[config.mk]
export PLATFORM = sky130hd
export DESIGN_NAME = ps2_receiver
export DESIGN_NICKNAME = d
export VERILOG_FILES = /design/src/hdl/soc_pkg.sv /design/src/hdl/ps2_receiver.sv
export VERILOG_INCLUDE_DIRS = /design/src /design/src/hdl
export SDC_FILE = /design/constraint.sdc
export NUM_CORES = 1
export LEC_CHECK = 0
export BUFFER_PORTS_ARGS = -buffer_cell sky130_fd_sc_hd__buf_2
export CAP_MARGIN = 10
export CORE_UTILIZATION = 55
export DETAILED_ROUTE_END_ITERATION = 8
export GPL_TIMING_DRIVEN = 0
export PLACE_DENSITY_LB_ADDON = 0.08
export REMOVE_ABC_BUFFERS = 1
export SYNTH_ARGS = -nofsm -noshare
export SYNTH_HDL_FRONTEND = slang
export SYNTH_SLANG_ARGS = --single-unit
export TNS_END_PERCENT = 1
[constraint.sdc]
create_clock -name clk -period 2.1 [get_ports clk]
set_input_delay 0.105 -clock clk [delete_from_list [all_inputs] [get_ports clk]]
set_output_delay 0.105 -clock clk [all_outputs]
set_load 0.03 [all_outputs]
[src/hdl/soc_defines.svh]
`ifndef SOC_DEFINES_SVH
`define SOC_DEFINES_SVH

// ram word address width, 2048 words
`define SOC_ADDR_W 11

// bus data width, matches the ram word
`define SOC_DATA_W 32

// per master request queue depth
// also the credit count a master starts with
`define BUS_CREDITS 2

// keyboard ring sits in the top 16 words of ram
`define KEY_RING_BASE 11'h7f0
`define KEY_RING_WORDS 16

`endif

[src/hdl/soc_pkg.sv]
`default_nettype none

`include "soc_defines.svh"

package soc_pkg;

    // ram word address
    typedef logic [`SOC_ADDR_W-1:0] word_addr_t;

    // one bus data word
    typedef logic [`SOC_DATA_W-1:0] bus_word_t;

    // raw ps/2 scan code
    typedef logic [7:0] scan_code_t;

    // sequence tag stored next to each code
    typedef logic [7:0] key_seq_t;

    // ps/2 frame receiver states
    typedef enum logic [1:0] {
        ps2_idle,
        ps2_data,
        ps2_parity,
        ps2_stop
    } ps2_state_t;

endpackage

`default_nettype wire

[src/hdl/ps2_receiver.sv]
`timescale 1ns/10ps
`default_nettype none

module ps2_receiver (
    input  wire                  clk,
    input  wire                  rst_n,
    input  wire                  ps2_clk,
    input  wire                  ps2_dat,
    output soc_pkg::scan_code_t  code,
    output logic                 code_valid
);

    // two flop synchronizers for the async ps/2 lines
    logic [1:0]           clk_sync;
    logic [1:0]           dat_sync;
    logic                 clk_prev;
    logic                 fall;

    soc_pkg::ps2_state_t  state;
    soc_pkg::scan_code_t  shift;
    logic [2:0]           bit_cnt;
    logic                 parity_bit;
    logic                 frame_ok;

    // lines idle high, so reset the syncs to one
    always_ff @(posedge clk or negedge rst_n) begin
        if (!rst_n) begin
            clk_sync <= 2'b11;
            dat_sync <= 2'b11;
            clk_prev <= 1'b1;
        end else begin
            clk_sync <= {clk_sync[0], ps2_clk};
            dat_sync <= {dat_sync[0], ps2_dat};
            clk_prev <= clk_sync[1];
        end
    end

    // device changes data on rising edge, we sample on falling
    assign fall = clk_prev & ~clk_sync[1];

    // odd parity over data plus parity bit, stop bit high
    assign frame_ok = dat_sync[1] & (^{shift, parity_bit});

    always_ff @(posedge clk or negedge rst_n) begin
        if (!rst_n) begin
            state      <= soc_pkg::ps2_idle;
            bit_cnt    <= 3'd0;
            code_valid <= 1'b0;
        end else begin
            code_valid <= 1'b0;
            if (fall) begin
                case (state)
                    soc_pkg::ps2_idle: begin
                        // start bit must be low, else stay put
                        if (!dat_sync[1]) begin
                            state   <= soc_pkg::ps2_data;
                            bit_cnt <= 3'd0;
                        end
                    end
                    soc_pkg::ps2_data: begin
                        bit_cnt <= bit_cnt + 3'd1;
                        if (bit_cnt == 3'd7) begin
                            state <= soc_pkg::ps2_parity;
                        end
                    end
                    soc_pkg::ps2_parity: begin
                        state <= soc_pkg::ps2_stop;
                    end
                    default: begin
                        state      <= soc_pkg::ps2_idle;
                        code_valid <= frame_ok;
                    end
                endcase
            end
        end
    end

    // payload path, lsb arrives first
    always_ff @(posedge clk) begin
        if (fall) begin
            if (state == soc_pkg::ps2_data) begin
                shift <= {dat_sync[1], shift[7:1]};
            end
            if (state == soc_pkg::ps2_parity) begin
                parity_bit <= dat_sync[1];
            end
            // only good frames update the output code
            if (state == soc_pkg::ps2_stop && frame_ok) begin
                code <= shift;
            end
        end
    end

    // one strobe per frame
    assert property (@(posedge clk) disable iff (!rst_n) code_valid |=> !code_valid)
        else $error("ps2_receiver: code_valid held for more than one cycle");

endmodule

`default_nettype wire

==> out/results.txt, run 1 <==
ANT cells: 0
final wirelength: 1380 um
post-synth cell types: 26
gr usage total: 13.5%
syn_area_per_cell: 16.5 sq um
final hold violation count: 0
Setup Slack @ Placement: -122 ps
Starting Density: 58.5%
Post-DP Area: 1220 sq um
Residual DRC: 0
largest net degree at the start of global routing: 16
root buffer cell: clkbuf_4
clock-pin slew on the worst setup and hold paths: 130 ps
leakage: 0.513 nW
highest clock rate: 0.526 GHz
commonest non-fill, non-tap cell in the layout: edfxtp_1
initial antenna violation count: 0
Worst Path Required: 2080 ps
drt first-iter violations: 5
GRT overflow: 0
post-route cell area: 1290 sq um
Clock Skews: 4.22 ps
Worst Path Arrival: 1880 ps
Via Count: 566
R2R Setup Slk: 200 ps
TritonCTS clock tree: done
Power Density: 984 nW/um^2
#FFs+latches synth: 28
Critical Path Start Type: flip-flop
Max IR drop VDD: 0.000584 V
post-DP HPWL: 1050 um
CTS Buffer Depth: 2
share of layout cells above drive strength 1: 25.3%
CTS sink cnt: 28
status: finished clean
Setup WS post-layout: 198 ps
via/cell ratio: 4.96
highest-count cells in the layout ignoring fill and taps: edfxtp_1, buf_2, ha_1, dfrtp_1, dfstp_2
Power Total: 1.27 mW
number of global-route vias before repair: 486
RSZ-0062 raised after global routing: false
Syn-to-layout area delta: 13.7%
Max-Cap Viols: 0
fill cell count: 147
drt pass-1 iters: 3
row count: 16
RePlAce Congestion: 0.750
Period minus WS final: 1900 ps
die height: 47.5 um
post-CTS setup buffers: 0
Syn. warnings: 0
first-pass GRT wire length: 2070 um
Die X: 47.5 um
Final ANT Viol Nets: 0
Synth Cell Area: 1140 sq um
CTS buffer count: 3
Slew @ Worst Pin: 499 ps
Main synth FF type: edfxtp_1
number of flops mapped to enable cells by yosys: 17
synthesized instance count: 69
Top-Level Pins: 13
nets@finish: 98
CP endpoint kind: flip-flop
WL/cell: 12.1 um
CP Max Fanout: 9
PortBufs: 12
Rel. slew slack: 66.7%
Slew Limit Fails: 0
die area: 2250 sq um
sequential-to-total area share from yosys stat: 69.7%
Core Footprint: 1940 sq um
area occupied by multi-input gates: 338 sq um
insertion delay to the later sink of the worst-skew pair: 300 ps
final period utilization: 90.6%
worst min path class: in -> async
Post-synth ARST share: 39.3%
CTS H-tree depth: 1
Crit Path Class: reg -> reg
FF+latch area: 792 sq um
Final Setup Violations: 0
stage by stage:
stage | instances | util, % | hold WS (ps) | setup TNS [ps]
after global routing | 114 | 66.5 | 198 | 0
after detailed placement | 107 | 63.0 | -21.8 | -969
after CTS | 114 | 66.0 | 163 | 0
final | 114 | 66.5 | 181 | 0
after global placement | 107 | 63.0 | -17.5 | -876
after floorplan | 68 | - | -191 | 0
logic make-up after synthesis:
family / Yosys count / share of synthesized area [%]
AO/OA/AOI/OAI: 10 / 5.95
XOR/XNOR: 5 / 6.28
adder cells (fa/ha/maj): 6 / 6.61
buffers and inverters: 4 / 1.65
flip-flops: 28 / 69.7
multiplexers: 3 / 2.75
AND/OR/NAND/NOR: 13 / 7.05
critical path: stages (launching register included):
cell and delay [ps]:
dfstp_2 560, nor2b_1 430, nand4b_1 230, mux2i_4 360
flip-flops by register name (all words and copies together), names as in the netlist:
register,cells
clk_sync,2
code,8
clk_prev,1
code_valid,1
bit_cnt,3
dat_sync,2
state,2
parity_bit,1
shift,8
area by class of cell:
type	count	share of cell area, %
Timing Repair Buffer	15	6.98
Tap cell	27	2.62
Multi-Input combinational cell	37	26.2
Inverter	3	0.872
Clock buffer	4	2.03
Sequential cell	28	61.3
cells in the mapped netlist, types with 3 or more instances:
| cell | number | area share [%] |
|---|---|---|
| edfxtp_1 | 17 | 45 |
| dfrtp_1 | 6 | 13 |
| ha_1 | 6 | 6.6 |
| dfstp_2 | 5 | 12 |
| inv_1 | 3 | 0.99 |
| nand2b_1 | 3 | 1.7 |
power by group:
| group | switching (mW) | internal [mW] | leakage, nW |
|---|---|---|---|
| registers | 0.0514 | 0.666 | 0.276 |
| clock network | 0.130 | 0.0739 | 0.0150 |
| logic | 0.179 | 0.169 | 0.222 |
| total | 0.361 | 0.909 | 0.513 |
routing by layer:
layer / share of wire [%] / track usage [%] / wire length, um
met2: 51 / 23.0 / 700
met4: 0.94 / 6.86 / 13
met5: 0 / 0 / 0
met3: 2.7 / 2.26 / 37
met1: 46 / 16.7 / 633
final timing paths:
path,to,start,cells past startpoint
max,code[6]$_DFFE_PP_,clk_prev$_DFF_PN1_,3
min,bit_cnt[2]$_DFFE_PN0P_,rst_n,2
max reg2reg,code[6]$_DFFE_PP_,clk_prev$_DFF_PN1_,3
min reg2reg,clk_sync[1]$_DFF_PN1_,clk_sync[0]$_DFF_PN1_,0
max in group asynchronous,clk_sync[0]$_DFF_PN1_,rst_n,2
min in group clk,clk_sync[1]$_DFF_PN1_,clk_sync[0]$_DFF_PN1_,0
timing repair:
action | CTS | global route
setup endpoints to repair | 8 | 8
endpoints found under the hold margin | 13 | 0
hold buffers | 3 | 0
pin swaps | 0 | 0
gates resized for setup | 1 | 1
No activity file was read; power rests on OpenSTA's default activity.
==> run 2, diff against run 1 <==
Settings changed: CORE_MARGIN set to 2.
==> run 2 against run 1 <==
  * Sequential share of layout area decreased by 1.3 points
  * Clock skew increased by 0.74 ps
  * Sequential power about the same
  * Maximum frequency increased by 4.2%
  * Final area increased by 2.2%
  * Hold slack got worse by 21 ps
  * Wire length increased by 3.7%
  * Utilization increased by 0.79 points
  * Via count increased by 3.9%
  * Clock-buffer cell count decreased by 1
  * Sequential cell count unchanged
  * Power increased by 10%
==> out/results.txt, run 2 (same netlist as run 1, synthesis figures left out) <==
number of global-route vias before repair: 562 (+16%)
Starting Density: 57.9% (-0.60 points)
drt first-iter violations: 3 (-2)
initial antenna violation count: 0 (unchanged)
Setup Slack @ Placement: -137 ps (-15.9 ps)
final wirelength: 1440 um (+3.7%)
CP endpoint kind: flip-flop
Period minus WS final: 1830 ps (-76.3 ps)
Worst Path Required: 2100 ps (+20 ps)
CTS H-tree depth: 1 (unchanged)
reg-to-reg startpoint: shift[1]$_DFFE_PP_
R2R Setup Slk: 270 ps (+80 ps)
Residual DRC: 0 (unchanged)
share of layout cells above drive strength 1: 27.6% (+2.3 points)
Max Used Layer: met4
Post-Place Cells: 107 (unchanged)
gr usage total: 13.4% (-0.12 points)
final period utilization: 86.9% (-3.6 points)
Max-Cap Viols: 0 (unchanged)
GRT overflow: 0 (unchanged)
CTS buffer count: 3 (unchanged)
ANT cells: 0 (unchanged)
Critical Path Start Type: flip-flop
clock share of power: 24.0% (+7.9 points)
commonest non-fill, non-tap cell in the layout: edfxtp_1
CTS sink cnt: 28 (unchanged)
post-CTS setup buffers: 0 (unchanged)
die area: 2450 sq um (+8.6%)
root buffer cell: clkbuf_4
Power Total: 1.40 mW (+10%)
WL/cell: 12.6 um (+3.7%)
internal power: 1.03 mW (+13%)
Final Setup Violations: 0 (unchanged)
RePlAce Congestion: 0.811 (+8.1%)
CP Max Fanout: 9 (unchanged)
CTS Buffer Depth: 2 (unchanged)
Core Footprint: 1960 sq um (+1.0%)
FF-to-FF End: code[3]$_DFFE_PP_
Setup WS post-layout: 275 ps (+76.3 ps)
insertion delay to the later sink of the worst-skew pair: 310 ps (about the same)
via/cell ratio: 5.16 (+3.9%)
post-route cell area: 1320 sq um (+2.2%)
reg2reg path depth: 3 (unchanged)
Via Count: 588 (+3.9%)
Final ANT Viol Nets: 0 (unchanged)
largest net degree at the start of global routing: 17 (+1)
Met3 Routed Length: 43 um (+16%)
highest-count cells in the layout ignoring fill and taps: edfxtp_1, buf_2, ha_1, dfrtp_1, dfstp_2
Slew Limit Fails: 0 (unchanged)
Slew @ Worst Pin: 360 ps (-138 ps)
post-DP HPWL: 1060 um (+0.85%)
nets@finish: 98 (unchanged)
Top-Level Pins: 13 (unchanged)
WL met2: 740 um (+5.7%)
row count: 16 (unchanged)
die height: 49.5 um (+4.2%)
Max IR drop VDD: 0.000683 V (+17%)
final cell count without fillers: 114 (unchanged)
RSZ-0062 raised after global routing: false
Crit Path Class: reg -> reg
worst min path class: in -> async
Largest regs: code x8, shift x8, bit_cnt x3
status: finished clean
final hold violation count: 0 (unchanged)
highest clock rate: 0.548 GHz (+4.2%)
Clock Skews: 4.96 ps (+0.740 ps)
TritonCTS clock tree: done
net switching power: 0.372 mW (+3.0%)
Post-DP Area: 1220 sq um (unchanged)
Power Density: 1060 nW/um^2 (+7.7%)
routed length on met1: 621 um (-1.9%)
Comb power frac: 24.6% (-2.8 points)
Worst Hold Slack: 160 ps (-21.3 ps)
switch share: 26.6% (-1.8 points)
leakage: 0.527 nW (+2.7%)
sequential power share: 51.5% (-5.0 points)
first-pass GRT wire length: 2430 um (+17%)
Worst Path Arrival: 1820 ps (-60 ps)
clock-pin slew on the worst setup and hold paths: 140 ps (about the same)
Syn-to-layout area delta: 16.2%
drt pass-1 iters: 4 (+1)
PortBufs: 12 (unchanged)
Die X: 49.5 um (+4.2%)
Rel. slew slack: 75.5% (+8.8 points)
## run 2: cell type report
class / instances / area, sq um
inverters: 3 / 11.3
flip-flops and latches: 28 / 792
fillers: 148 / 642
multi-input cells: 37 / 340
well taps: 27 / 33.8
clock buffers: 3 / 22.5
clock inverters: 1 / 30.0
repair buffers: 15 / 90.1
## run 2: power groups by stage
stage | registers [mW] | logic (mW) | clock network, mW
3_3_place_gp | 0.728 | 0.321 | 0
2_1_floorplan | 0.727 | 0.259 | 0
5_1_grt | 0.729 | 0.394 | 0.371
6_report | 0.720 | 0.344 | 0.335
3_5_place_dp | 0.731 | 0.333 | 0
4_1_cts | 0.720 | 0.341 | 0.345
## run 2: worst max-delay path by stage
stage	startpoint	end	depth (start not counted)
detailed placement	clk_prev$_DFF_PN1_	code[7]$_DFFE_PP_	3
global placement	clk_prev$_DFF_PN1_	code[7]$_DFFE_PP_	3
global route	shift[1]$_DFFE_PP_	code[3]$_DFFE_PP_	3
finish	shift[1]$_DFFE_PP_	code[3]$_DFFE_PP_	3
floorplan	clk_prev$_DFF_PN1_	code[0]$_DFFE_PP_	3
CTS	clk_prev$_DFF_PN1_	code[5]$_DFFE_PP_	3
## run 2: per-stage QoR
step                TNS (ps)  util (%)
finish                     0      67.3
global route               0      67.3
CTS                        0      66.7
detailed placement     -1100      62.3
global placement        -876      62.3
floorplan                  0         -
## run 2: worst max-delay path, cell delays in order, from the launching register on
cell and delay [ps]:
edfxtp_1 450, xor2_1 180, xnor3_1 460, mux2i_4 420
## run 2: repair_timing
action,CTS,global route
hold buffers,3,0
resized for setup,1,2
endpoints found under the setup margin,8,8
endpoints found under the hold margin,13,0
## run 2: metal layers
metal  GRT usage, %  vias to the layer above
met1           15.4                      284
met3           2.73                        4
met4           6.94                        0
li1               -                      288
met5              0                        -
met2           23.6                       12
