### src/hdl/soc_defines.svh
`ifndef SOC_DEFINES_SVH
`define SOC_DEFINES_SVH

// ram word address width, 2048 words
`define SOC_ADDR_W 11

// bus data width, matches the ram word
`define SOC_DATA_W 32

// per master request queue depth
// also the credit count a master starts with
`define BUS_CREDITS 2

// keyboard ring sits in the top 16 words of ram
`define KEY_RING_BASE 11'h7f0
`define KEY_RING_WORDS 16

`endif

### src/hdl/soc_pkg.sv
`default_nettype none

`include "soc_defines.svh"

package soc_pkg;

    // ram word address
    typedef logic [`SOC_ADDR_W-1:0] word_addr_t;

    // one bus data word
    typedef logic [`SOC_DATA_W-1:0] bus_word_t;

    // raw ps/2 scan code
    typedef logic [7:0] scan_code_t;

    // sequence tag stored next to each code
    typedef logic [7:0] key_seq_t;

    // ps/2 frame receiver states
    typedef enum logic [1:0] {
        ps2_idle,
        ps2_data,
        ps2_parity,
        ps2_stop
    } ps2_state_t;

endpackage

`default_nettype wire

### src/hdl/mem_bus_if.sv
`timescale 1ns/10ps
`default_nettype none

interface mem_bus_if;

    // request side, driven by the master
    logic                req;
    logic                we;
    soc_pkg::word_addr_t addr;
    soc_pkg::bus_word_t  wdata;

    // one pulse per request taken from the queue
    logic                credit;

    // read data, one cycle after the pop
    logic                rvalid;
    soc_pkg::bus_word_t  rdata;

    modport master (
        output req, we, addr, wdata,
        input  credit, rvalid, rdata
    );

    modport arbiter (
        input  req, we, addr, wdata,
        output credit, rvalid, rdata
    );

endinterface

`default_nettype wire

### src/hdl/key_capture.sv
`timescale 1ns/10ps
`default_nettype none

`include "soc_defines.svh"

module key_capture (
    input  wire                  clk,
    input  wire                  rst_n,
    input  wire soc_pkg::scan_code_t code,
    input  wire                  code_valid,
    mem_bus_if.master            bus,
    output logic                 irq,
    input  wire                  irq_ack
);

    localparam int CRED_W = $clog2(`BUS_CREDITS + 1);
    localparam int SLOT_W = $clog2(`KEY_RING_WORDS);

    logic [CRED_W-1:0]    credits;
    logic [SLOT_W-1:0]    slot;
    soc_pkg::key_seq_t    seq;
    logic                 pending;
    soc_pkg::scan_code_t  pend_code;

    // write out as soon as a code waits and a credit is held
    assign bus.req   = pending && (credits != '0);
    assign bus.we    = 1'b1;
    assign bus.addr  = `KEY_RING_BASE + soc_pkg::word_addr_t'(slot);
    // tag in bits 15:8, code in 7:0, upper half zero
    assign bus.wdata = soc_pkg::bus_word_t'({seq, pend_code});

    always_ff @(posedge clk or negedge rst_n) begin
        if (!rst_n) begin
            credits <= CRED_W'(`BUS_CREDITS);
            slot    <= '0;
            seq     <= '0;
            pending <= 1'b0;
            irq     <= 1'b0;
        end else begin
            // spend on req, refill on credit pulse
            case ({bus.req, bus.credit})
                2'b10:   credits <= credits - 1'b1;
                2'b01:   credits <= credits + 1'b1;
                default: credits <= credits;
            endcase

            // a code arriving while one still waits is dropped
            if (code_valid && (!pending || bus.req)) begin
                pending <= 1'b1;
            end else if (bus.req) begin
                pending <= 1'b0;
            end

            if (bus.req) begin
                // ring wraps after the last slot
                slot <= (slot == SLOT_W'(`KEY_RING_WORDS - 1)) ? '0 : slot + 1'b1;
                seq  <= seq + 1'b1;
            end

            // a new write wins over an ack in the same cycle
            if (bus.req) begin
                irq <= 1'b1;
            end else if (irq_ack) begin
                irq <= 1'b0;
            end
        end
    end

    // code waiting for its ring write
    always_ff @(posedge clk) begin
        if (code_valid && (!pending || bus.req)) begin
            pend_code <= code;
        end
    end

    assert property (@(posedge clk) disable iff (!rst_n) bus.req |-> credits != '0)
        else $error("key_capture: request issued with no credit");

    // arbiter must never return more credits than were spent
    assert property (@(posedge clk) disable iff (!rst_n)
        bus.credit |-> credits != CRED_W'(`BUS_CREDITS))
        else $error("key_capture: credit returned while already full");

endmodule

`default_nettype wire

### src/flat_wrapper.sv
// flat-port wrapper written by rule: the top's interface ports become plain ports
module key_capture_flat 
  (clk, rst_n, code, code_valid, irq, irq_ack, bus_req, bus_we, bus_addr, bus_wdata, bus_credit, bus_rvalid, bus_rdata);
  mem_bus_if bus_i ();
  input  wire clk;
  input  wire rst_n;
  input  wire soc_pkg::scan_code_t code;
  input  wire code_valid;
  output logic irq;
  input  wire irq_ack;
  output wire logic [$bits(bus_i.req)-1:0] bus_req;
  output wire logic [$bits(bus_i.we)-1:0] bus_we;
  output wire logic [$bits(bus_i.addr)-1:0] bus_addr;
  output wire logic [$bits(bus_i.wdata)-1:0] bus_wdata;
  input wire logic [$bits(bus_i.credit)-1:0] bus_credit;
  input wire logic [$bits(bus_i.rvalid)-1:0] bus_rvalid;
  input wire logic [$bits(bus_i.rdata)-1:0] bus_rdata;
  assign bus_req = bus_i.req;
  assign bus_we = bus_i.we;
  assign bus_addr = bus_i.addr;
  assign bus_wdata = bus_i.wdata;
  assign bus_i.credit = bus_credit;
  assign bus_i.rvalid = bus_rvalid;
  assign bus_i.rdata = bus_rdata;
  key_capture u_core (.clk(clk), .rst_n(rst_n), .code(code), .code_valid(code_valid), .bus(bus_i), .irq(irq), .irq_ack(irq_ack));
endmodule
### config.mk
export PLATFORM = sky130hd
export DESIGN_NAME = key_capture_flat
export DESIGN_NICKNAME = d
export VERILOG_FILES = /design/src/hdl/soc_pkg.sv /design/src/hdl/mem_bus_if.sv /design/src/hdl/key_capture.sv /design/src/flat_wrapper.sv
export VERILOG_INCLUDE_DIRS = /design/src /design/src/hdl
export SDC_FILE = /design/constraint.sdc
export NUM_CORES = 1
export LEC_CHECK = 0
export ABC_AREA = 1
export BUFFER_PORTS_ARGS = -buffer_cell sky130_fd_sc_hd__buf_2
export CORE_UTILIZATION = 40
export CTS_CLUSTER_DIAMETER = 100
export DETAILED_ROUTE_END_ITERATION = 16
export PLACE_DENSITY = 0.8
export SYNTH_ARGS = -nofsm -noshare
export SYNTH_HDL_FRONTEND = slang
export SYNTH_SLANG_ARGS = --single-unit
export TNS_END_PERCENT = 1
### constraint.sdc
create_clock -name clk -period 3.1 [get_ports clk]
set_input_delay 0.31 -clock clk [delete_from_list [all_inputs] [get_ports clk]]
set_output_delay 0.31 -clock clk [all_outputs]
set_load 0.05 [all_outputs]
==> metrics.cfg, run 1 <==
[status]
outcome=complete, but fails checks
violations=DRC

[hold_path]
hp-start=code[0]
hold_path.class=primary input to register
holdPathEnd=u_core.pend_code[0]$_DFFE_PP_
worstHoldPathCells=1

[power]
pwr_density_cell_nw_per_um2=1100
total_power_uw=1500
leakage_uw=0.000727
ir_worst_vdd_uv=440

[clocking]
cts_setup_buffers=0
cts_buffers=3
h-tree-depth=1
worstSkewPairLatency_ps=310
path_clk_slew_ps=130
root_buffer=clkbuf_4
cts_tree=done
cts_sinks=24
clockBufferDepth=2

[cells_and_area]
layout_common_cells=buf_2 (34), nand2_1 (26), conb_1 (24)
multi_input_area_um2=410
antenna_cells=0
mostFrequentLayoutCell=buf_2
seq_area_um2=642
drive_gt1_frac=0.253
nFillCells=283
finalNetCount=212
finish.instance_area_um2=1360
areaGrowthSynthToFinish_pct=11.2

[route]
drt_pass1_iterations=10
num_vias=840
drtIter0Drc=17
wl_per_cell_um=10.2
viasPerCell=4.35
drc=5
final_antenna_net_count=0
wirelength_um=1960

[yosys]
synth_area_leaders=dfrtp_1 (31%), edfxtp_1 (20%), buf_4 (15%)
synth_top_area_cell=dfrtp_1
synth_warnings=0
synth_flop_cell=dfrtp_1
synthCells=126
synth_edf_count=8
yosysTopAreaCellShare=0.307
ys_seq_area_frac=0.526
ys_ff_latch=24
async_flop_share=0.667
ys_types=21
avgSynthCellArea_um2=9.69
syn_area_um2=1220

[setup_path]
worstPathArrival_ps=1580
worstPathMaxFanout=18
crit_type=register to output pin
rr_worst_depth=5
cp_data_required_time_ps=2790
cp-start-kind=register
crit-reg2reg-capture=u_core.credits[1]$_DFFE_PN1P_
reg2reg_from=u_core.credits[0]$_DFFE_PN0P_
r2r_setup_slack_ps=1480
worstSetupEndpointType=output pin

[global_route]
grt_pass1_vias=781
antenna_found_initial=0
grt_pass1_wl_um=3430
grt_usage=0.136
grt-ovfl-total=0
grt_max_degree=19

[placed_design]
post-place-ws_ps=1490
hpwl_um=1540
io_buffers=34
finalWeightedCongestion=0.746
place_area_um2=1320

[die]
die_x_um=57.3
coreArea_um2=2830
start_util=0.432
rows=19
dieArea_um2=3280
io_pins=92
die_y_um=57.3

[sta]
hold_viol=0
clock.fmax_mhz=530
drv_slew=0
relSlewSlack=0.519
setup_violations=0
setup_ws_ps=1210
worst_clock_skew_ps=4.49
fin_crit_sh=0.609
fin_tns_setup_ps=0
post-route-min-period_ps=1890
hold-worst-slack_ps=167
worstMarginPinSlew_ps=722
rsz0062_at_grt=false

[run]
maxCapViolCount=0

## per-layer routing
metal	GRT usage	vias to the layer above	share of wire
met5	0	-	0
met4	0.0418	0	0
met2	0.242	41	0.50
li1	-	416	-
met3	0.0340	0	0.085
met1	0.161	383	0.42
## sequential cells by signal, indices dropped and copies added (netlist names)
register and count:
u_core.pend_code 8, u_core.seq 8, u_core.slot 4, u_core.credits 2
u_core.irq 1, u_core.pending 1
## where the power goes
part	total [µW]	internal (µW)	switching (µW)
sequential	539	448	91.5
clock	138	47.0	91.0
combinational	819	197	622
## synth_stat cells (all sizes together) (2+ instances only)
cell    count
nand4       3
xnor2       6
a21oi       2
dfrtp      15
conb        2
o21ai       5
nand2      26
nand3       4
buf        25
inv        16
edfxtp      8
ha          3
nor2        7
## stage by stage
stage,utilization,std cells
detailed placement,0.467,188
floorplan,-,148
finish,0.480,193
global route,0.480,193
CTS,0.480,193
global placement,0.467,188
## cell type report
cell class                 instances  area share
multi-input combinational         83       0.302
inverter                          16      0.0442
clock inverter                     1     0.00276
timing repair buffer              35       0.133
tap                               31      0.0286
clock buffer                       3      0.0166
sequential                        24       0.473
## worst max-delay path, cell delays in order, from the launching register on
cell and delay [ps]:
dfstp_2 580, nor2_2 60, nor2_4 300, buf_2 340
## worst max path at each step
stage,endpoint,from,cells after the start
after floorplan,u_core.pend_code[0]$_DFFE_PP_,u_core.credits[1]$_DFFE_PN1P_,2
after global placement,u_core.credits[1]$_DFFE_PN1P_,u_core.credits[0]$_DFFE_PN0P_,5
after detailed placement,u_core.credits[1]$_DFFE_PN1P_,u_core.credits[0]$_DFFE_PN0P_,5
after CTS,bus_req,u_core.credits[1]$_DFFE_PN1P_,3
after global routing,bus_req,u_core.credits[1]$_DFFE_PN1P_,3
final,bus_req,u_core.credits[1]$_DFFE_PN1P_,3
## timing repair
| action | in CTS | in global routing |
|---|---|---|
| hold endpoints to repair | 15 | 0 |
| hold buffers | 1 | 0 |
| gates resized for setup | 0 | 0 |
## cell families (layout without fill, tap and decap cells)
kind of cell             Yosys count  in the layout  share of synthesized area
XOR/XNOR                           7              7                     0.0502
flip-flops                        24             24                      0.526
other                              2             24                    0.00615
adder cells (fa/ha/maj)            3              3                     0.0307
AO/OA/AOI/OAI                      8              8                     0.0348
buffers and inverters             41             55                      0.206
AND/OR/NAND/NOR                   41             41                      0.147
Power figures use the tool's default switching activity.
==> run 2, diff against run 1 <==
- CORE_UTILIZATION: 40 -> 36
- PLACE_DENSITY: 0.8 -> 0.76
- clock period: 3.1 -> 1.7 ns (I/O delays scaled with it)
==> run 2 against run 1 <==
Net effect:
- the flow now finishes without violations
- via count is 1.2% higher
- design area grew 6.2%
- first-iteration DRC count increased by 41%
- hold slack got worse by 150 ps
- clock-buffer cell count grew 1
- critical path type unchanged
- core utilization shrank 1.9 points
- largest power group unchanged
- setup slack lost 1000 ps
- highest routed layer is now met4
- sequential cell count stayed put
- clock power up 120%
- register-to-register slack got worse by 1200 ps
- critical endpoint unchanged
- final cell count rose by 10%
==> metrics.cfg, run 2 (synthesized netlist as in run 1, its figures left out) <==
[setup_path]
cp-start-kind=register
reg2reg_from=u_core.credits[1]$_DFFE_PN1P_
startpoint=u_core.credits[1]$_DFFE_PN1P_
critical-path-top-delay-family=flip-flops
worstPathMaxFanout=7
worstSetupEndpointType=output pin
slowest_delay_ps=580
worstPathArrival_ps=1360
path_buf_inv=1
cp_data_required_time_ps=1530
cp_cell_sequence=nor2_2 -> nor2_4 -> buf_4
cp_slowest_cell=dfstp_2
crit_type=register to output pin

[cells_and_area]
areaGrowthSynthToFinish_pct=18.0
reg_top3=u_core.pend_code: 8 flops, u_core.seq: 8 flops, u_core.slot: 4 flops
mostFrequentLayoutCell=buf_2
finish.instance_area_um2=1440
antenna_cells=0
drive_gt1_frac=0.284
final_util=0.461
finalNetCount=219
layout_common_cells=buf_2 (33), nand2_1 (26), conb_1 (24)

[power]
total_power_uw=2900
pwr_density_cell_nw_per_um2=2010
ir_worst_vdd_uv=717
leakage_uw=0.000767

[sta]
setup_violations=0
setup_ws_ps=168
clock.fmax_mhz=653
hold_viol=0
fin_crit_sh=0.901
rsz0062_at_grt=false
worst_clock_skew_ps=6.70
drv_slew=0
post-route-min-period_ps=1530
fin_tns_setup_ps=0

[die]
die_x_um=60.2
start_util=0.390
dieArea_um2=3630
die_y_um=60.2
rows=20
io_pins=92
coreArea_um2=3130

[status]
outcome=finished, final reports clean

[global_route]
grt_pass1_wl_um=2880
grt_usage=0.111
antenna_found_initial=0
grt_max_degree=17
grt_pass1_vias=655
grt-ovfl-total=0

[route]
wl_per_cell_um=9.13
viasPerCell=3.99
drtIter0Drc=24
wirelength_um=1940
drc=0
final_antenna_net_count=0
num_vias=850
drt_pass1_iterations=4

[clocking]
clockBufferDepth=2
root_buffer=clkbuf_4
path_clk_slew_ps=130
h-tree-depth=1
cts_sinks=24
worstSkewPairLatency_ps=320
cts_buffers=3
cts_tree=done

[placed_design]
post-place-ws_ps=308
hpwl_um=1450
finalWeightedCongestion=0.722
io_buffers=34
place_area_um2=1360

[hold_path]
hold_path.class=primary input to register
hp-start=code[5]

[run]
maxCapViolCount=0

[run 2: cell count changes in the layout (fill, tap and decap cells not counted)]
cell | previous run | this run
buf_4 | 0 | 7
buf_2 | 34 | 33
clkbuf_8 | 0 | 1
clkinv_1 | 1 | 0
dlygate4sd3_1 | 1 | 2
[run 2: worst paths after layout]
| path | end | slack, ps | cells after the start |
|---|---|---|---|
| hold / removal | u_core.pend_code[5]$_DFFE_PP_ | 20 | 1 |
| setup reg to reg | u_core.credits[1]$_DFFE_PN1P_ | 290 | 5 |
| setup / recovery | bus_req | 170 | 3 |
| hold reg to reg | u_core.credits[1]$_DFFE_PN1P_ | 520 | 1 |
| max in group asynchronous | u_core.credits[1]$_DFFE_PN1P_ | 1090 | 2 |
| min in group asynchronous | u_core.seq[6]$_DFFE_PN0P_ | 290 | 2 |
[run 2: timing repair]
| item | CTS | global route |
|---|---|---|
| pin swaps | 0 | 1 |
| endpoints found under the hold margin | 15 | 1 |
| resized for setup | 1 | 0 |
| hold buffers | 1 | 1 |
| endpoints found under the setup margin | 1 | 1 |
| setup buffers | 0 | 3 |
[run 2: worst reg2reg max path, stage by stage (launching register included)]
cell and delay (ps):
dfstp_2 580, o21ai_1 80, ha_1 200, or2_2 290
nand2_1 80, xnor2_1 110
[run 2: through the flow]
step	cells	hold WS (ps)
5_1_grt	213	3.97
3_3_place_gp	204	105
6_report	213	19.0
3_5_place_dp	204	109
2_1_floorplan	148	-126
4_1_cts	209	13.5
[run 2: routing by layer]
metal  GRT usage  up-vias  part of all wire
li1            -      430                 -
met1       0.141      375              0.46
met2       0.165       40              0.43
met3      0.0368        5             0.087
met4      0.0598        0             0.019
met5           0        -                 0
[run 2: final cells by class]
type                    count  area (µm²)
clock buffers               4        36.3
well taps                  44        55.1
fillers                   309        1690
repair buffers             42         238
flip-flops and latches     24         642
inverters                  16        60.1
multi-input cells          83         410
[run 2: where the power goes]
part           switching (µW)  leakage, µW  internal [µW]
clock network             172    0.0000210            131
registers                 165     0.000271            816
logic                    1160     0.000475            457
total                    1490     0.000767           1400
