[src/hdl/soc_defines.svh]
`ifndef SOC_DEFINES_SVH
`define SOC_DEFINES_SVH

// ram word address width, 2048 words
`define SOC_ADDR_W 11

// bus data width, matches the ram word
`define SOC_DATA_W 32

// per master request queue depth
// also the credit count a master starts with
`define BUS_CREDITS 2

// keyboard ring sits in the top 16 words of ram
`define KEY_RING_BASE 11'h7f0
`define KEY_RING_WORDS 16

`endif

[src/hdl/soc_pkg.sv]
`default_nettype none

`include "soc_defines.svh"

package soc_pkg;

    // ram word address
    typedef logic [`SOC_ADDR_W-1:0] word_addr_t;

    // one bus data word
    typedef logic [`SOC_DATA_W-1:0] bus_word_t;

    // raw ps/2 scan code
    typedef logic [7:0] scan_code_t;

    // sequence tag stored next to each code
    typedef logic [7:0] key_seq_t;

    // ps/2 frame receiver states
    typedef enum logic [1:0] {
        ps2_idle,
        ps2_data,
        ps2_parity,
        ps2_stop
    } ps2_state_t;

endpackage

`default_nettype wire

[src/hdl/mem_bus_if.sv]
`timescale 1ns/10ps
`default_nettype none

interface mem_bus_if;

    // request side, driven by the master
    logic                req;
    logic                we;
    soc_pkg::word_addr_t addr;
    soc_pkg::bus_word_t  wdata;

    // one pulse per request taken from the queue
    logic                credit;

    // read data, one cycle after the pop
    logic                rvalid;
    soc_pkg::bus_word_t  rdata;

    modport master (
        output req, we, addr, wdata,
        input  credit, rvalid, rdata
    );

    modport arbiter (
        input  req, we, addr, wdata,
        output credit, rvalid, rdata
    );

endinterface

`default_nettype wire

[src/hdl/bus_arbiter.sv]
`timescale 1ns/10ps
`default_nettype none

`include "soc_defines.svh"

module bus_arbiter (
    input  wire                      clk,
    input  wire                      rst_n,
    mem_bus_if.arbiter               cpu_bus,
    mem_bus_if.arbiter               key_bus,
    output logic                     ram_en,
    output logic                     ram_we,
    output soc_pkg::word_addr_t      ram_addr,
    output soc_pkg::bus_word_t       ram_wdata,
    input  wire soc_pkg::bus_word_t  ram_rdata
);

    // queue entry is {we, addr, wdata}
    localparam int ENTRY_W = 1 + `SOC_ADDR_W + `SOC_DATA_W;
    localparam int PTR_W   = ($clog2(`BUS_CREDITS) > 0) ? $clog2(`BUS_CREDITS) : 1;
    localparam int CNT_W   = $clog2(`BUS_CREDITS + 1);

    // index 0 is the processor, index 1 the keyboard
    logic [ENTRY_W-1:0]  q_mem [2][`BUS_CREDITS];
    logic [PTR_W-1:0]    wr_ptr [2];
    logic [PTR_W-1:0]    rd_ptr [2];
    logic [CNT_W-1:0]    count [2];

    logic [1:0]          push;
    logic [ENTRY_W-1:0]  push_entry [2];
    logic [1:0]          has;
    logic [1:0]          pop;
    logic                pop_valid;
    logic                pop_sel;
    logic                prefer;
    logic [ENTRY_W-1:0]  head;
    logic                head_we;

    // read return tracking
    logic                rd_pend;
    logic                rd_tag;

    // reads taken in from each master but not yet answered
    logic [CNT_W:0]      rd_out [2];
    logic [1:0]          push_rd;
    logic [1:0]          resp;

    function automatic logic [PTR_W-1:0] next_ptr(input logic [PTR_W-1:0] ptr);
        return (ptr == PTR_W'(`BUS_CREDITS - 1)) ? '0 : ptr + 1'b1;
    endfunction

    assign push[0]       = cpu_bus.req;
    assign push[1]       = key_bus.req;
    assign push_entry[0] = {cpu_bus.we, cpu_bus.addr, cpu_bus.wdata};
    assign push_entry[1] = {key_bus.we, key_bus.addr, key_bus.wdata};

    assign has[0] = (count[0] != '0);
    assign has[1] = (count[1] != '0);

    // round robin only matters when both queues hold work
    always_comb begin
        pop_valid = has[0] | has[1];
        if (has[0] && has[1]) begin
            pop_sel = prefer;
        end else begin
            pop_sel = has[1];
        end
    end

    assign pop[0] = pop_valid & ~pop_sel;
    assign pop[1] = pop_valid & pop_sel;

    assign head    = q_mem[pop_sel][rd_ptr[pop_sel]];
    assign head_we = head[ENTRY_W-1];

    // queue head goes straight to the ram
    assign ram_en    = pop_valid;
    assign ram_we    = pop_valid & head_we;
    assign ram_addr  = head[ENTRY_W-2 -: `SOC_ADDR_W];
    assign ram_wdata = head[`SOC_DATA_W-1:0];

    // credit back in the cycle of the pop
    assign cpu_bus.credit = pop[0];
    assign key_bus.credit = pop[1];

    // ram data shows up one cycle later and is steered by tag
    assign cpu_bus.rvalid = rd_pend & ~rd_tag;
    assign key_bus.rvalid = rd_pend & rd_tag;
    assign cpu_bus.rdata  = ram_rdata;
    assign key_bus.rdata  = ram_rdata;

    // read requests as they enter, responses as they leave
    assign push_rd[0] = cpu_bus.req & ~cpu_bus.we;
    assign push_rd[1] = key_bus.req & ~key_bus.we;
    assign resp[0]    = cpu_bus.rvalid;
    assign resp[1]    = key_bus.rvalid;

    // queue storage
    always_ff @(posedge clk) begin
        for (int m = 0; m < 2; m++) begin
            if (push[m]) begin
                q_mem[m][wr_ptr[m]] <= push_entry[m];
            end
        end
    end

    always_ff @(posedge clk or negedge rst_n) begin
        if (!rst_n) begin
            for (int m = 0; m < 2; m++) begin
                wr_ptr[m] <= '0;
                rd_ptr[m] <= '0;
                count[m]  <= '0;
                rd_out[m] <= '0;
            end
            prefer  <= 1'b0;
            rd_pend <= 1'b0;
            rd_tag  <= 1'b0;
        end else begin
            for (int m = 0; m < 2; m++) begin
                if (push[m]) begin
                    wr_ptr[m] <= next_ptr(wr_ptr[m]);
                end
                if (pop[m]) begin
                    rd_ptr[m] <= next_ptr(rd_ptr[m]);
                end
                if (push[m] && !pop[m]) begin
                    count[m] <= count[m] + 1'b1;
                end else if (!push[m] && pop[m]) begin
                    count[m] <= count[m] - 1'b1;
                end
                if (push_rd[m] && !resp[m]) begin
                    rd_out[m] <= rd_out[m] + 1'b1;
                end else if (!push_rd[m] && resp[m]) begin
                    rd_out[m] <= rd_out[m] - 1'b1;
                end
            end
            // other master gets first pick next time
            if (pop_valid) begin
                prefer <= ~pop_sel;
                rd_tag <= pop_sel;
            end
            rd_pend <= pop_valid & ~head_we;
        end
    end

    // masters obey their credit count, so a full queue never sees a push
    for (genvar m = 0; m < 2; m++) begin : g_chk
        assert property (@(posedge clk) disable iff (!rst_n)
            push[m] |-> count[m] != CNT_W'(`BUS_CREDITS))
            else $error("bus_arbiter: push into full queue %0d", m);

        // every response answers a read this master handed in earlier
        assert property (@(posedge clk) disable iff (!rst_n)
            resp[m] |-> rd_out[m] != '0)
            else $error("bus_arbiter: read response to master %0d with no read outstanding", m);
    end

endmodule

`default_nettype wire

[src/flat_wrapper.sv]
// flat-port wrapper written by rule: the top's interface ports become plain ports
module bus_arbiter_flat 
  (clk, rst_n, ram_en, ram_we, ram_addr, ram_wdata, ram_rdata, cpu_bus_req, cpu_bus_we, cpu_bus_addr, cpu_bus_wdata, cpu_bus_credit, cpu_bus_rvalid, cpu_bus_rdata, key_bus_req, key_bus_we, key_bus_addr, key_bus_wdata, key_bus_credit, key_bus_rvalid, key_bus_rdata);
  mem_bus_if cpu_bus_i ();
  mem_bus_if key_bus_i ();
  input  wire clk;
  input  wire rst_n;
  output logic ram_en;
  output logic ram_we;
  output soc_pkg::word_addr_t ram_addr;
  output soc_pkg::bus_word_t ram_wdata;
  input  wire soc_pkg::bus_word_t ram_rdata;
  input wire logic [$bits(cpu_bus_i.req)-1:0] cpu_bus_req;
  input wire logic [$bits(cpu_bus_i.we)-1:0] cpu_bus_we;
  input wire logic [$bits(cpu_bus_i.addr)-1:0] cpu_bus_addr;
  input wire logic [$bits(cpu_bus_i.wdata)-1:0] cpu_bus_wdata;
  output wire logic [$bits(cpu_bus_i.credit)-1:0] cpu_bus_credit;
  output wire logic [$bits(cpu_bus_i.rvalid)-1:0] cpu_bus_rvalid;
  output wire logic [$bits(cpu_bus_i.rdata)-1:0] cpu_bus_rdata;
  input wire logic [$bits(key_bus_i.req)-1:0] key_bus_req;
  input wire logic [$bits(key_bus_i.we)-1:0] key_bus_we;
  input wire logic [$bits(key_bus_i.addr)-1:0] key_bus_addr;
  input wire logic [$bits(key_bus_i.wdata)-1:0] key_bus_wdata;
  output wire logic [$bits(key_bus_i.credit)-1:0] key_bus_credit;
  output wire logic [$bits(key_bus_i.rvalid)-1:0] key_bus_rvalid;
  output wire logic [$bits(key_bus_i.rdata)-1:0] key_bus_rdata;
  assign cpu_bus_i.req = cpu_bus_req;
  assign cpu_bus_i.we = cpu_bus_we;
  assign cpu_bus_i.addr = cpu_bus_addr;
  assign cpu_bus_i.wdata = cpu_bus_wdata;
  assign cpu_bus_credit = cpu_bus_i.credit;
  assign cpu_bus_rvalid = cpu_bus_i.rvalid;
  assign cpu_bus_rdata = cpu_bus_i.rdata;
  assign key_bus_i.req = key_bus_req;
  assign key_bus_i.we = key_bus_we;
  assign key_bus_i.addr = key_bus_addr;
  assign key_bus_i.wdata = key_bus_wdata;
  assign key_bus_credit = key_bus_i.credit;
  assign key_bus_rvalid = key_bus_i.rvalid;
  assign key_bus_rdata = key_bus_i.rdata;
  bus_arbiter u_core (.clk(clk), .rst_n(rst_n), .cpu_bus(cpu_bus_i), .key_bus(key_bus_i), .ram_en(ram_en), .ram_we(ram_we), .ram_addr(ram_addr), .ram_wdata(ram_wdata), .ram_rdata(ram_rdata));
endmodule
[config.mk]
export PLATFORM = sky130hd
export DESIGN_NAME = bus_arbiter_flat
export DESIGN_NICKNAME = d
export VERILOG_FILES = /design/src/hdl/soc_pkg.sv /design/src/hdl/mem_bus_if.sv /design/src/hdl/bus_arbiter.sv /design/src/flat_wrapper.sv
export VERILOG_INCLUDE_DIRS = /design/src /design/src/hdl
export SDC_FILE = /design/constraint.sdc
export NUM_CORES = 1
export LEC_CHECK = 0
export BUFFER_PORTS_ARGS = -buffer_cell sky130_fd_sc_hd__buf_2
export CAP_MARGIN = 0
export CELL_PAD_IN_SITES_DETAIL_PLACEMENT = 0
export CELL_PAD_IN_SITES_GLOBAL_PLACEMENT = 1
export CORE_UTILIZATION = 40
export DETAILED_ROUTE_END_ITERATION = 10
export PLACE_DENSITY_LB_ADDON = 0.12
export SLEW_MARGIN = 10
export SYNTH_ARGS = -nofsm -noshare
export SYNTH_HDL_FRONTEND = slang
export SYNTH_SLANG_ARGS = --single-unit
[constraint.sdc]
create_clock -name clk -period 6.2 [get_ports clk]
set_input_delay 0.31 -clock clk [delete_from_list [all_inputs] [get_ports clk]]
set_output_delay 0.31 -clock clk [all_outputs]
set_load 0.01 [all_outputs]
==> flow_summary.ini <==
[placed_design]
dp.final_hpwl_um = 9921
portBuffers = 140
place_congestion = 0.6881

[global_routing]
grt_remaining_overflow = 0
first_global_vias = 4056
grt_usage = 0.1620
antenna_violations_before_repair = 5
global_route_wire_length_before_repair_um = 23000
grt_start_max_net_pins = 50

[cells_and_area]
fraction_of_layout_cells_with_a_size_suffix_above_1 = 0.3464
post-route-util = 0.4672
layout.filler_cells = 1655
syn_to_final_growth_pct = 13.73
nets = 647

[setup_path]
r2r_cells = 7
crit_arrival_ns = 2.46
timing.critical_path.required_ns = 5.89
cp_cell_sequence = buf_4, mux2i_1, a211o_1, o21ai_0, buf_2
crit_path_end_kind = primary output
crit_buf_inv = 2
cpLargestDelayFamily = buffers and inverters
cell_with_the_biggest_individual_delay_on_the_critical_path = dfrtp_2
ff2ff_setup_slack_ns = 3.93
critPathLaunchType = flop
crit_type = flop to primary output
timing.critical_path.slowest_cell_delay_ns = 0.73
critical_path.reg2reg.startpoint = u_core.count[0]
timing.rr.end = u_core.count[1]
timing.critical_path.fanout_max = 28

[routing]
post_route_antenna_net_violation_count = 0
final_wl_um = 15370
drtPass1Iterations = 4
detailroute.via_count = 3701
vias_per_cell = 4.806
drtIter0Drc = 140
avgRoutedWirePerCell_um = 19.96
drc_errors = 0

[timing]
worst_clock_skew_ns = 0.006892
min_period_over_period = 0.4476
period_minus_slack_ns = 2.775
max_clock_freq_ghz = 0.3604
final-max-slew-violation-count = 0
setup-tns-final_ns = 0
rsz0062_at_grt = no
hold_slack_ns = 0.07039
hold_viol = 0
setup-violations-final = 0
timing_worst_slew_pin_value_ns = 0.9118
worst_slew_margin_rel = 0.3921

[clock_tree]
cts.path.max_buffers = 2
resized_gates_after_cts = 0
post_cts.repair.setup_buffers = 0
clk_root_buffer_cell = clkbuf_16
cts_sink_count = 187
tritoncts_buffers = 17
clock_insertion_delay_worst_skew_ns = 0.42
clk_pin_slew_worst_paths_ns = 0.07
cts_tree = done
cts_htree_levels = 4

[floorplanning]
die_w_um = 140.8
initial_core_util = 0.4108
die_area_sq_mm = 0.01983
ioPinCount = 237
core_area_sq_mm = 0.01877
fp.dieH_um = 140.8
floorplan.rows = 50

[yosys]
synth.net_count = 559
ys_types = 22
yosysWarnings = 0
synthesis.area_per_instance_sq_um = 17.81
syn-cell-area_sq_mm = 0.007710
synth_most_common_cell = edfxtp_1
synthTopCellsByCount = 176 x edfxtp_1, 131 x mux2i_1, 67 x buf_4, 11 x dfrtp_1, 10 x buf_2
yosys-top-cells-area = edfxtp_1 69%, mux2i_1 17%, buf_4 6.5%, dfrtp_1 3.6%, xor2_1 0.80%
async_flop_share = 0.05882
edff_count_synth = 176
synth_top_area_frac = 0.6855
syn_inst = 433
ys_seq_elements = 187
seq_total_area_yosys = 0.7212
synth_top_flop_cell = edfxtp_1
cell_taking_the_most_area_after_synthesis = edfxtp_1

[power]
report.power.total_mw = 4.346
power.ir.vdd_worst_uv = 203.5
power.density_mw_per_mm2 = 495.6
cellLeakagePower_nw = 3.549

[min_path]
hold_end = u_core.q_mem[1][5]
holdCritPathClass = primary input to flop
hold_start = key_bus_wdata[5]
worstHoldPathCells = 1

[run]
timing.max_cap.violations = 0

[status]
run_status = completed
## how the worst max path moves through the flow
stage | start | to | cells past startpoint
2_1_floorplan | u_core.wr_ptr[1] | u_core.q_mem[0][44] | 1
3_3_place_gp | u_core.rd_ptr[1] | ram_we | 5
3_5_place_dp | u_core.rd_ptr[1] | ram_we | 5
4_1_cts | u_core.rd_ptr[1] | ram_we | 5
5_1_grt | u_core.rd_ptr[1] | ram_we | 5
6_report | u_core.rd_ptr[1] | ram_we | 5
## area by class of cell
| cell class | count | area [sq um] | area share |
|---|---|---|---|
| inverter | 2 | 7.507 | 0.0008562 |
| sequential | 187 | 5563 | 0.6344 |
| timing repair buffer | 148 | 763.2 | 0.08704 |
| clock buffer | 18 | 429.2 | 0.04894 |
| tap | 234 | 292.8 | 0.03339 |
| clock inverter | 14 | 123.9 | 0.01413 |
| antenna | 2 | 5.005 | 0.0005708 |
| multi-input combinational | 165 | 1584 | 0.1807 |
## cells by family (layout without fill, tap and decap cells)
family | after synthesis | count (layout) | share of synthesized area
buf+inv | 81 | 182 | 0.07562
simple gates | 15 | 15 | 0.01087
fa+ha+maj | 2 | 2 | 0.003245
compound gates | 7 | 7 | 0.007628
xor+xnor | 10 | 10 | 0.01136
other cells | 0 | 2 | 0
flops | 187 | 187 | 0.7212
mux | 131 | 131 | 0.1701
## metrics by stage
| stage | instance area (sq um) | setup WS (ns) | std cells |
|---|---|---|---|
| 2_1_floorplan | 7710 | 3.381 | 433 |
| 5_1_grt | 8766 | 3.282 | 769 |
| 3_3_place_gp | 8200 | 3.830 | 735 |
| 6_report | 8768 | 3.425 | 770 |
| 4_1_cts | 8763 | 3.347 | 768 |
| 3_5_place_dp | 8200 | 3.819 | 735 |
## flip-flops by register name, summed over array words and instances (netlist names)
name	count
u_core.q_mem	176
u_core.count	4
u_core.rd_ptr	2
u_core.wr_ptr	2
u_core.prefer	1
u_core.rd_pend	1
u_core.rd_tag	1
## layout by cell type (no fill, tap or decap), types with 2 or more instances in the layout
cell	instances
dfrtp_1	9
clkinvlp_4	4
xor2_1	7
clkbuf_16	17
inv_6	2
mux2i_1	131
buf_4	7
nor2b_4	2
inv_1	2
and2_2	2
xnor2_1	3
nand2_1	4
dfrtp_2	2
nor2_1	3
clkinv_1	3
ha_1	2
buf_2	140
diode_2	2
o21ai_0	2
edfxtp_1	176
clkinv_4	4
## power by group
group / internal (mW) / switching (mW) / leakage [nW] / total [mW]
clock network: 0.554 / 0.460 / 0.256 / 1.01
logic: 0.646 / 0.862 / 1.52 / 1.51
registers: 1.69 / 0.135 / 1.78 / 1.82
## metal layers
metal | wire (um) | GRT usage | up-vias
li1 | - | - | 1749
met1 | 5887 | 0.1734 | 1777
met2 | 7838 | 0.2799 | 109
met3 | 1114 | 0.05876 | 62
met4 | 506 | 0.08638 | 4
met5 | 23 | 0 | -
## timing repair
action	4_1_cts	5_1_grt
hold buffers	1	0
setup endpoints to repair	0	0
hold endpoints to repair	11	0
No activity file was read; power rests on OpenSTA's default activity.
